<file path="config.mk">
export PLATFORM = sky130hd
export DESIGN_NAME = fft_stage
export DESIGN_NICKNAME = d
export VERILOG_FILES = /design/src/common/fft_pkg.sv /design/src/butterfly/butterfly_unit.sv /design/src/butterfly/cmplx_mult.sv /design/src/butterfly/fx_mult.sv /design/src/fft_stage.sv
export VERILOG_INCLUDE_DIRS = /design/src /design/src/common
export SDC_FILE = /design/constraint.sdc
export NUM_CORES = 1
export LEC_CHECK = 0
export BUFFER_PORTS_ARGS = -buffer_cell sky130_fd_sc_hd__buf_2
export CELL_PAD_IN_SITES_DETAIL_PLACEMENT = 0
export CELL_PAD_IN_SITES_GLOBAL_PLACEMENT = 1
export CORE_MARGIN = 1.5
export CORE_UTILIZATION = 40
export CTS_CLUSTER_SIZE = 24
export DETAILED_ROUTE_END_ITERATION = 8
export PLACE_DENSITY_LB_ADDON = 0.15
export SLEW_MARGIN = 5
export SYNTH_ARGS = -nofsm -noshare
export SYNTH_HDL_FRONTEND = slang
export SYNTH_SLANG_ARGS = --single-unit
</file>
<file path="constraint.sdc">
create_clock -name clk -period 19.35 [get_ports clk]
set_input_delay 3.87 -clock clk [delete_from_list [all_inputs] [get_ports clk]]
set_output_delay 3.87 -clock clk [all_outputs]
set_load 0.03 [all_outputs]
</file>
<file path="src/common/fft_defs.svh">
`ifndef FFT_DEFS_SVH
`define FFT_DEFS_SVH

// Sample word width, two's complement
`define FFT_BIT_WIDTH 16

// Fractional bits, a value v stands for v/256
`define FFT_DECIMAL_PT 8

// Points in the transform
`define FFT_N_SAMPLES 8

`endif

</file>
<file path="src/common/fft_pkg.sv">
`default_nettype none
`include "fft_defs.svh"

package fft_pkg;

	typedef logic signed [`FFT_BIT_WIDTH-1:0] sample_t;

	// Twiddle classes, all but TW_GENERAL avoid the multiplier
	typedef enum logic [2:0] {
		TW_GENERAL,
		TW_ONE,
		TW_NEG_ONE,
		TW_NEG_J,
		TW_POS_J
	} twiddle_kind_e;

	typedef enum logic [1:0] {
		MUL_IDLE,
		MUL_CALC,
		MUL_DONE
	} mult_state_e;

	// Products run in the order sum, real, imaginary
	typedef enum logic [2:0] {
		CM_IDLE,
		CM_SUM,
		CM_REAL,
		CM_IMAG,
		CM_DONE
	} cmult_state_e;

endpackage

`default_nettype wire

</file>
<file path="src/butterfly/butterfly_unit.sv">
`timescale 1ns/1ps
`default_nettype none
`include "fft_defs.svh"

module butterfly_unit #(
	parameter fft_pkg::twiddle_kind_e KIND = fft_pkg::TW_GENERAL
) (
	input wire clk,
	input wire reset,
	input wire recv_val,
	input wire send_rdy,
	input wire fft_pkg::sample_t ar,
	input wire fft_pkg::sample_t ai,
	input wire fft_pkg::sample_t br,
	input wire fft_pkg::sample_t bi,
	input wire fft_pkg::sample_t wr,
	input wire fft_pkg::sample_t wi,
	output logic recv_rdy,
	output logic send_val,
	output fft_pkg::sample_t cr,
	output fft_pkg::sample_t ci,
	output fft_pkg::sample_t dr,
	output fft_pkg::sample_t di
);

	generate
		if (KIND == fft_pkg::TW_GENERAL) begin : g_general
			fft_pkg::sample_t ar_q;
			fft_pkg::sample_t ai_q;
			fft_pkg::sample_t tr;
			fft_pkg::sample_t ti;

			cmplx_mult cmult_i (
				.clk(clk),
				.reset(reset),
				.recv_val(recv_val),
				.send_rdy(send_rdy),
				.br(br),
				.bi(bi),
				.wr(wr),
				.wi(wi),
				.recv_rdy(recv_rdy),
				.send_val(send_val),
				.tr(tr),
				.ti(ti)
			);

			// a waits here while the product is formed
			always_ff @(posedge clk) begin
				if (recv_val && recv_rdy) begin
					ar_q <= ar;
					ai_q <= ai;
				end
			end

			assign cr = ar_q + tr;
			assign ci = ai_q + ti;
			assign dr = ar_q - tr;
			assign di = ai_q - ti;
		end else begin : g_trivial
			fft_pkg::sample_t tr;
			fft_pkg::sample_t ti;

			always_comb begin
				case (KIND)
					fft_pkg::TW_NEG_ONE: begin
						tr = -br;
						ti = -bi;
					end
					fft_pkg::TW_NEG_J: begin
						tr = bi;
						ti = -br;
					end
					fft_pkg::TW_POS_J: begin
						tr = -bi;
						ti = br;
					end
					default: begin
						tr = br;
						ti = bi;
					end
				endcase
			end

			always_ff @(posedge clk) begin
				if (recv_val && recv_rdy) begin
					cr <= ar + tr;
					ci <= ai + ti;
					dr <= ar - tr;
					di <= ai - ti;
				end
			end

			always_ff @(posedge clk) begin
				if (reset)
					send_val <= 1'b0;
				else if (recv_val && recv_rdy)
					send_val <= 1'b1;
				else if (send_rdy)
					send_val <= 1'b0;
			end

			assign recv_rdy = !send_val;
		end
	endgenerate

	hold_under_backpressure: assert property (@(posedge clk) disable iff (reset)
		send_val && !send_rdy |=> send_val && $stable({cr, ci, dr, di}));

endmodule

`default_nettype wire

</file>
<file path="src/butterfly/cmplx_mult.sv">
`timescale 1ns/1ps
`default_nettype none
`include "fft_defs.svh"

module cmplx_mult (
	input wire clk,
	input wire reset,
	input wire recv_val,
	input wire send_rdy,
	input wire fft_pkg::sample_t br,
	input wire fft_pkg::sample_t bi,
	input wire fft_pkg::sample_t wr,
	input wire fft_pkg::sample_t wi,
	output logic recv_rdy,
	output logic send_val,
	output fft_pkg::sample_t tr,
	output fft_pkg::sample_t ti
);
	fft_pkg::cmult_state_e state;
	fft_pkg::cmult_state_e next_state;
	fft_pkg::sample_t br_q;
	fft_pkg::sample_t bi_q;
	fft_pkg::sample_t wr_q;
	fft_pkg::sample_t wi_q;
	fft_pkg::sample_t mul_a;
	fft_pkg::sample_t mul_b;
	fft_pkg::sample_t mul_p;
	fft_pkg::sample_t p_sum;
	fft_pkg::sample_t p_real;
	fft_pkg::sample_t p_imag;
	logic computing;
	logic mul_start;
	logic mul_busy;
	logic mul_done;

	always_comb begin
		next_state = state;
		case (state)
			fft_pkg::CM_IDLE: if (recv_val) next_state = fft_pkg::CM_SUM;
			fft_pkg::CM_SUM: if (mul_done) next_state = fft_pkg::CM_REAL;
			fft_pkg::CM_REAL: if (mul_done) next_state = fft_pkg::CM_IMAG;
			fft_pkg::CM_IMAG: if (mul_done) next_state = fft_pkg::CM_DONE;
			fft_pkg::CM_DONE: if (send_rdy) next_state = fft_pkg::CM_IDLE;
			default: next_state = fft_pkg::CM_IDLE;
		endcase
	end

	always_ff @(posedge clk) begin
		if (reset)
			state <= fft_pkg::CM_IDLE;
		else
			state <= next_state;
	end

	always_ff @(posedge clk) begin
		if (state == fft_pkg::CM_IDLE && recv_val) begin
			br_q <= br;
			bi_q <= bi;
			wr_q <= wr;
			wi_q <= wi;
		end
	end

	always_comb begin
		case (state)
			fft_pkg::CM_SUM: begin
				mul_a = br_q + bi_q;
				mul_b = wr_q + wi_q;
			end
			fft_pkg::CM_IMAG: begin
				mul_a = bi_q;
				mul_b = wi_q;
			end
			default: begin
				mul_a = br_q;
				mul_b = wr_q;
			end
		endcase
	end

	assign computing = (state == fft_pkg::CM_SUM) || (state == fft_pkg::CM_REAL) ||
		(state == fft_pkg::CM_IMAG);
	// Launch once the multiplier is back in idle
	assign mul_start = computing && !mul_busy;

	fx_mult mult_i (
		.clk(clk),
		.reset(reset),
		.start(mul_start),
		.a(mul_a),
		.b(mul_b),
		.ack(1'b1),
		.busy(mul_busy),
		.done(mul_done),
		.product(mul_p)
	);

	always_ff @(posedge clk) begin
		if (mul_done) begin
			case (state)
				fft_pkg::CM_SUM: p_sum <= mul_p;
				fft_pkg::CM_REAL: p_real <= mul_p;
				fft_pkg::CM_IMAG: p_imag <= mul_p;
				default: p_sum <= p_sum;
			endcase
		end
	end

	assign tr = p_real - p_imag;
	assign ti = p_sum - p_real - p_imag;

	assign recv_rdy = (state == fft_pkg::CM_IDLE);
	assign send_val = (state == fft_pkg::CM_DONE);

	// Every product lands in a state that stores it
	done_only_while_computing: assert property (@(posedge clk) disable iff (reset)
		mul_done |-> computing);

endmodule

`default_nettype wire

</file>
<file path="src/butterfly/fx_mult.sv">
`timescale 1ns/1ps
`default_nettype none
`include "fft_defs.svh"

module fx_mult (
	input wire clk,
	input wire reset,
	input wire start,
	input wire fft_pkg::sample_t a,
	input wire fft_pkg::sample_t b,
	input wire ack,
	output logic busy,
	output logic done,
	output fft_pkg::sample_t product
);
	localparam int W = `FFT_BIT_WIDTH;
	localparam int D = `FFT_DECIMAL_PT;
	localparam int ACC_W = W + D;
	localparam int SW = $clog2(W);
	localparam logic [SW-1:0] LAST = SW'(W - 1);

	fft_pkg::mult_state_e state;
	fft_pkg::mult_state_e next_state;
	logic [SW-1:0] step;
	logic last_step;
	logic [ACC_W-1:0] mcand;
	logic [W-1:0] mplier;
	logic [ACC_W-1:0] acc;
	logic [ACC_W-1:0] addend;

	always_comb begin
		next_state = state;
		case (state)
			fft_pkg::MUL_IDLE: if (start) next_state = fft_pkg::MUL_CALC;
			fft_pkg::MUL_CALC: if (last_step) next_state = fft_pkg::MUL_DONE;
			fft_pkg::MUL_DONE: if (ack) next_state = fft_pkg::MUL_IDLE;
			default: next_state = fft_pkg::MUL_IDLE;
		endcase
	end

	always_ff @(posedge clk) begin
		if (reset)
			state <= fft_pkg::MUL_IDLE;
		else
			state <= next_state;
	end

	always_ff @(posedge clk) begin
		if (reset || state != fft_pkg::MUL_CALC)
			step <= '0;
		else
			step <= step + 1'b1;
	end

	assign last_step = (state == fft_pkg::MUL_CALC) && (step == LAST);

	// Sign bit of the multiplier carries weight -2^(W-1)
	assign addend = last_step ? -mcand : mcand;

	always_ff @(posedge clk) begin
		if (state == fft_pkg::MUL_IDLE && start) begin
			mcand <= {{D{a[W-1]}}, a};
			mplier <= b;
			acc <= '0;
		end else if (state == fft_pkg::MUL_CALC) begin
			mcand <= mcand << 1;
			mplier <= mplier >> 1;
			if (mplier[0])
				acc <= acc + addend;
		end
	end

	// Dropping the low D bits floors the exact product
	assign product = acc[ACC_W-1:D];

	assign busy = (state != fft_pkg::MUL_IDLE);
	assign done = (state == fft_pkg::MUL_DONE);

	// Start to done takes W + 1 cycles
	done_after_full_calc: assert property (@(posedge clk) disable iff (reset)
		$rose(done) |-> $past(state == fft_pkg::MUL_IDLE && start, W + 1));

endmodule

`default_nettype wire

</file>
<file path="src/fft_stage.sv">
`timescale 1ns/1ps
`default_nettype none
`include "fft_defs.svh"

module fft_stage #(
	parameter int STAGE = 2
) (
	input wire clk,
	input wire reset,
	input wire fft_pkg::sample_t recv_real [`FFT_N_SAMPLES],
	input wire fft_pkg::sample_t recv_imag [`FFT_N_SAMPLES],
	input wire recv_val,
	output logic recv_rdy,
	input wire fft_pkg::sample_t sine_table [`FFT_N_SAMPLES],
	output fft_pkg::sample_t send_real [`FFT_N_SAMPLES],
	output fft_pkg::sample_t send_imag [`FFT_N_SAMPLES],
	output logic send_val,
	input wire send_rdy
);
	localparam int N = `FFT_N_SAMPLES;
	localparam int NB = N / 2;
	localparam int SPAN = 1 << STAGE;

	logic [NB-1:0] bf_rdy;
	logic [NB-1:0] bf_val;
	logic drain_rdy;

	function automatic fft_pkg::twiddle_kind_e kind_of(input int k);
		if (k == 0)
			return fft_pkg::TW_ONE;
		else if (k == N / 2)
			return fft_pkg::TW_NEG_ONE;
		else if (k == N / 4)
			return fft_pkg::TW_NEG_J;
		else if (k == 3 * N / 4)
			return fft_pkg::TW_POS_J;
		return fft_pkg::TW_GENERAL;
	endfunction

	// Early finishers hold until every butterfly is done
	assign drain_rdy = send_rdy && send_val;

	generate
		for (genvar b = 0; b < NB; b++) begin : g_bf
			localparam int M = b % SPAN;
			localparam int G = b / SPAN;
			localparam int P = G * 2 * SPAN + M;
			localparam int Q = P + SPAN;
			localparam int K = M * N / (2 * SPAN);

			// W = cos - j*sin, cosine read a quarter turn ahead
			fft_pkg::sample_t w_imag;
			assign w_imag = -sine_table[K];

			butterfly_unit #(
				.KIND(kind_of(K))
			) bf_i (
				.clk(clk),
				.reset(reset),
				.recv_val(recv_val),
				.send_rdy(drain_rdy),
				.ar(recv_real[P]),
				.ai(recv_imag[P]),
				.br(recv_real[Q]),
				.bi(recv_imag[Q]),
				.wr(sine_table[(K + N / 4) % N]),
				.wi(w_imag),
				.recv_rdy(bf_rdy[b]),
				.send_val(bf_val[b]),
				.cr(send_real[P]),
				.ci(send_imag[P]),
				.dr(send_real[Q]),
				.di(send_imag[Q])
			);
		end
	endgenerate

	assign recv_rdy = &bf_rdy;
	assign send_val = &bf_val;

endmodule

`default_nettype wire

</file>
==> flow_summary.toml <==
[run_status]
status = "completed"

[timing]
slew_headroom_pct = 28.33
worst_clock_skew_ns = 0.02781
slew_viol_final = 0
setup_viol = 0
tns_ns = 0
rsz0062_at_grt = "no"
period_minus_slack_ns = 10.35
hold_viol = 0
fmax_mhz = 96.62
tightest_slew_ns = 1.072
fin_crit_sh_pct = 53.49

[cts]
clock-root-buffer = "clkbuf_16"
clockBufferDepth = 3
cts_hold_buf = 0
cts_made_buffers = 70
clk_pin_slew_ns = 0.06
clock-sinks = 560
clk_latency_ns = 0.67
cts_resized = 0
post_cts_buffers = 0
cts-htree-levels = 3
cts_tree = "done"

[global_routing]
grt_max_degree = 67
grt_pass1_wl_um = 168000
grt_pass1_vias = 30520
grt.total_usage_pct = 20.55
antenna_found_initial = 33
overflow = 0

[logic_synthesis]
synthTopCellsByArea = "edfxtp_1 (36%), ha_1 (14%), xnor2_1 (6.5%)"
ys_types = 93
syn_nets = 5095
yosysSeqAreaShare_pct = 39.21
synth_area_um2 = 41150
synth_async_sr_flop_share_pct = 0
avgSynthCellArea_um2 = 9.814
yosysWarningCount = 0
yosys_register_bits = 560
synth.largest_area_cell = "edfxtp_1"
synth_edf_count = 492
synth_flop_cell = "edfxtp_1"
synth_top_area_share_pct = 35.90
synthCells = 4193

[setup_path]
worstPathArrival_ns = 6.48
required_ns = 15.48
critPathMaxStageDelay_ns = 0.76
crit_family = "compound AO/OA/AOI/OAI gates"
crit_fanout = 9
start_kind = "flop"
crit_buf_inv = 2
crit_type = "flop to output port"
slowest_stage = "o41ai_1"
cp-end-kind = "output port"
worstPathCellList = "fa_1, inv_1, ha_1, or2_2, fa_1, a21o_1, a21oi_1, o21bai_1, a221oi_1, nor2b_1, nor2_1, xnor2_1, ha_1, or3_1, o41ai_1, o41ai_1, o31ai_1, xor2_1, buf_2"

[power]
power_leakage_nw = 20.22
power_density_nw_per_um2 = 84.01
ir_worst_vdd_mv = 0.06663

[drt]
first_pass_iters = 5
ant_nets = 0
wl_per_cell_um = 17.91
drtIter0Drc = 1668
remaining_drc_errors = 0
viasPerCell = 5.080
drt_wl_total_um = 110400
vias = 31320

[final_layout]
nets = 5632
biggestRegsByFlops = "g_bf.bf_i.g_general.cmult_i.mult_i.acc: 48 flops, g_bf.bf_i.g_general.cmult_i.mult_i.mcand: 48 flops"
final_common_cell = "buf_2"
final_cell_mix = "buf_2 (565), edfxtp_1 (492), ha_1 (460)"
syn_to_final_growth_pct = 16.06
finalNonFillerCells = 6165
drive_above_1_share_pct = 16.01

[die]
die_w_um = 323.7
core-area_um2 = 101900
initial_core_util_pct = 40.39
die_h_um = 323.7
io_pins = 646
rows = 117
dieArea_um2 = 104800

[min_path]
hold_class = "flop to flop"

[placed_design]
place_congestion = 0.8589
port_buffers = 565
dp_hpwl_um = 88330
place_inst = 6026

[flow_run]
maxCapViolCount = 0
## stage by stage
stage | total power, mW | util (%) | hold slack, ns | setup slack (ns) | instance area, um2
after floorplan | 2.417 | - | 0.4175 | 4.990 | 41150
after global placement | 2.725 | 44.59 | 0.4322 | 9.722 | 45440
after detailed placement | 2.732 | 44.59 | 0.4397 | 9.639 | 45440
after CTS | 4.066 | 46.84 | 0.4511 | 8.906 | 47730
after global routing | 4.244 | 46.86 | 0.4783 | 8.633 | 47750
final | 4.012 | 46.87 | 0.4488 | 9.000 | 47750
## cells by family (layout without fill, tap and decap cells)
group,after synthesis,after routing,synth area share [%]
buf+inv,484,1077,4.518
xor+xnor,453,453,9.642
simple gates,1126,1126,13.10
compound gates,1033,1033,16.35
mux,23,23,0.5625
flops,560,560,39.21
fa+ha+maj,514,514,16.61
other cells,0,11,0
## cell type report
type	count	area (um2)
Clock buffer	83	1810
Fill cell	9889	54130
Antenna cell	11	27.53
Inverter	359	1348
Tap cell	1368	1712
Clock inverter	45	480.5
Sequential cell	560	16140
Multi-Input combinational cell	3149	23220
Timing Repair Buffer	590	3015
## path summary, 6_finish.rpt
| check | from | end | slack, ns | cells after the start |
|---|---|---|---|---|
| min reg2reg | g_bf[3].bf_i.g_general.cmult_i.mult_i.step[0]$_SDFF_PP0_ | g_bf[3].bf_i.g_general.cmult_i.mult_i.step[0]$_SDFF_PP0_ | 0.45 | 1 |
| max reg2reg | g_bf[1].bf_i.g_general.cmult_i.mult_i.step[0]$_SDFF_PP0_ | g_bf[1].bf_i.g_general.cmult_i.mult_i.acc[22]$_SDFFE_PP0P_ | 15.02 | 14 |
| min | g_bf[3].bf_i.g_general.cmult_i.mult_i.step[0]$_SDFF_PP0_ | g_bf[3].bf_i.g_general.cmult_i.mult_i.step[0]$_SDFF_PP0_ | 0.45 | 1 |
| max | g_bf[1].bf_i.g_general.cmult_i.p_real[0]$_DFFE_PP_ | send_imag[47] | 9.00 | 19 |
## where the power goes
group	leakage [nW]	switching, mW	internal, mW	total, mW
registers	5.23	0.0888	1.49	1.58
logic	13.9	0.697	0.427	1.12
clock network	1.11	0.562	0.749	1.31
## synthesized netlist by cell type (all sizes together) (48+ instances only)
cell	instances
fa	54
dfxtp	68
nand2b	48
nor2	327
nand2	264
edfxtp	492
nor3	142
o21bai	59
a21o	80
a21oi	339
xnor2	306
a211oi	53
nor2b	59
or3	61
clkbuf	103
nand3	71
xor2	147
o21ai	203
ha	460
inv	358
## metal layers
| metal | global-route usage [%] | routed length, um | share of wire, % | vias up |
|---|---|---|---|---|
| li1 | - | - | - | 16080 |
| met1 | 25.79 | 49010 | 44 | 14400 |
| met2 | 33.89 | 50640 | 46 | 607 |
| met3 | 6.000 | 7331 | 6.6 | 199 |
| met4 | 6.480 | 3182 | 2.9 | 34 |
| met5 | 0 | 240 | 0.22 | - |
Power figures use the tool's default switching activity.
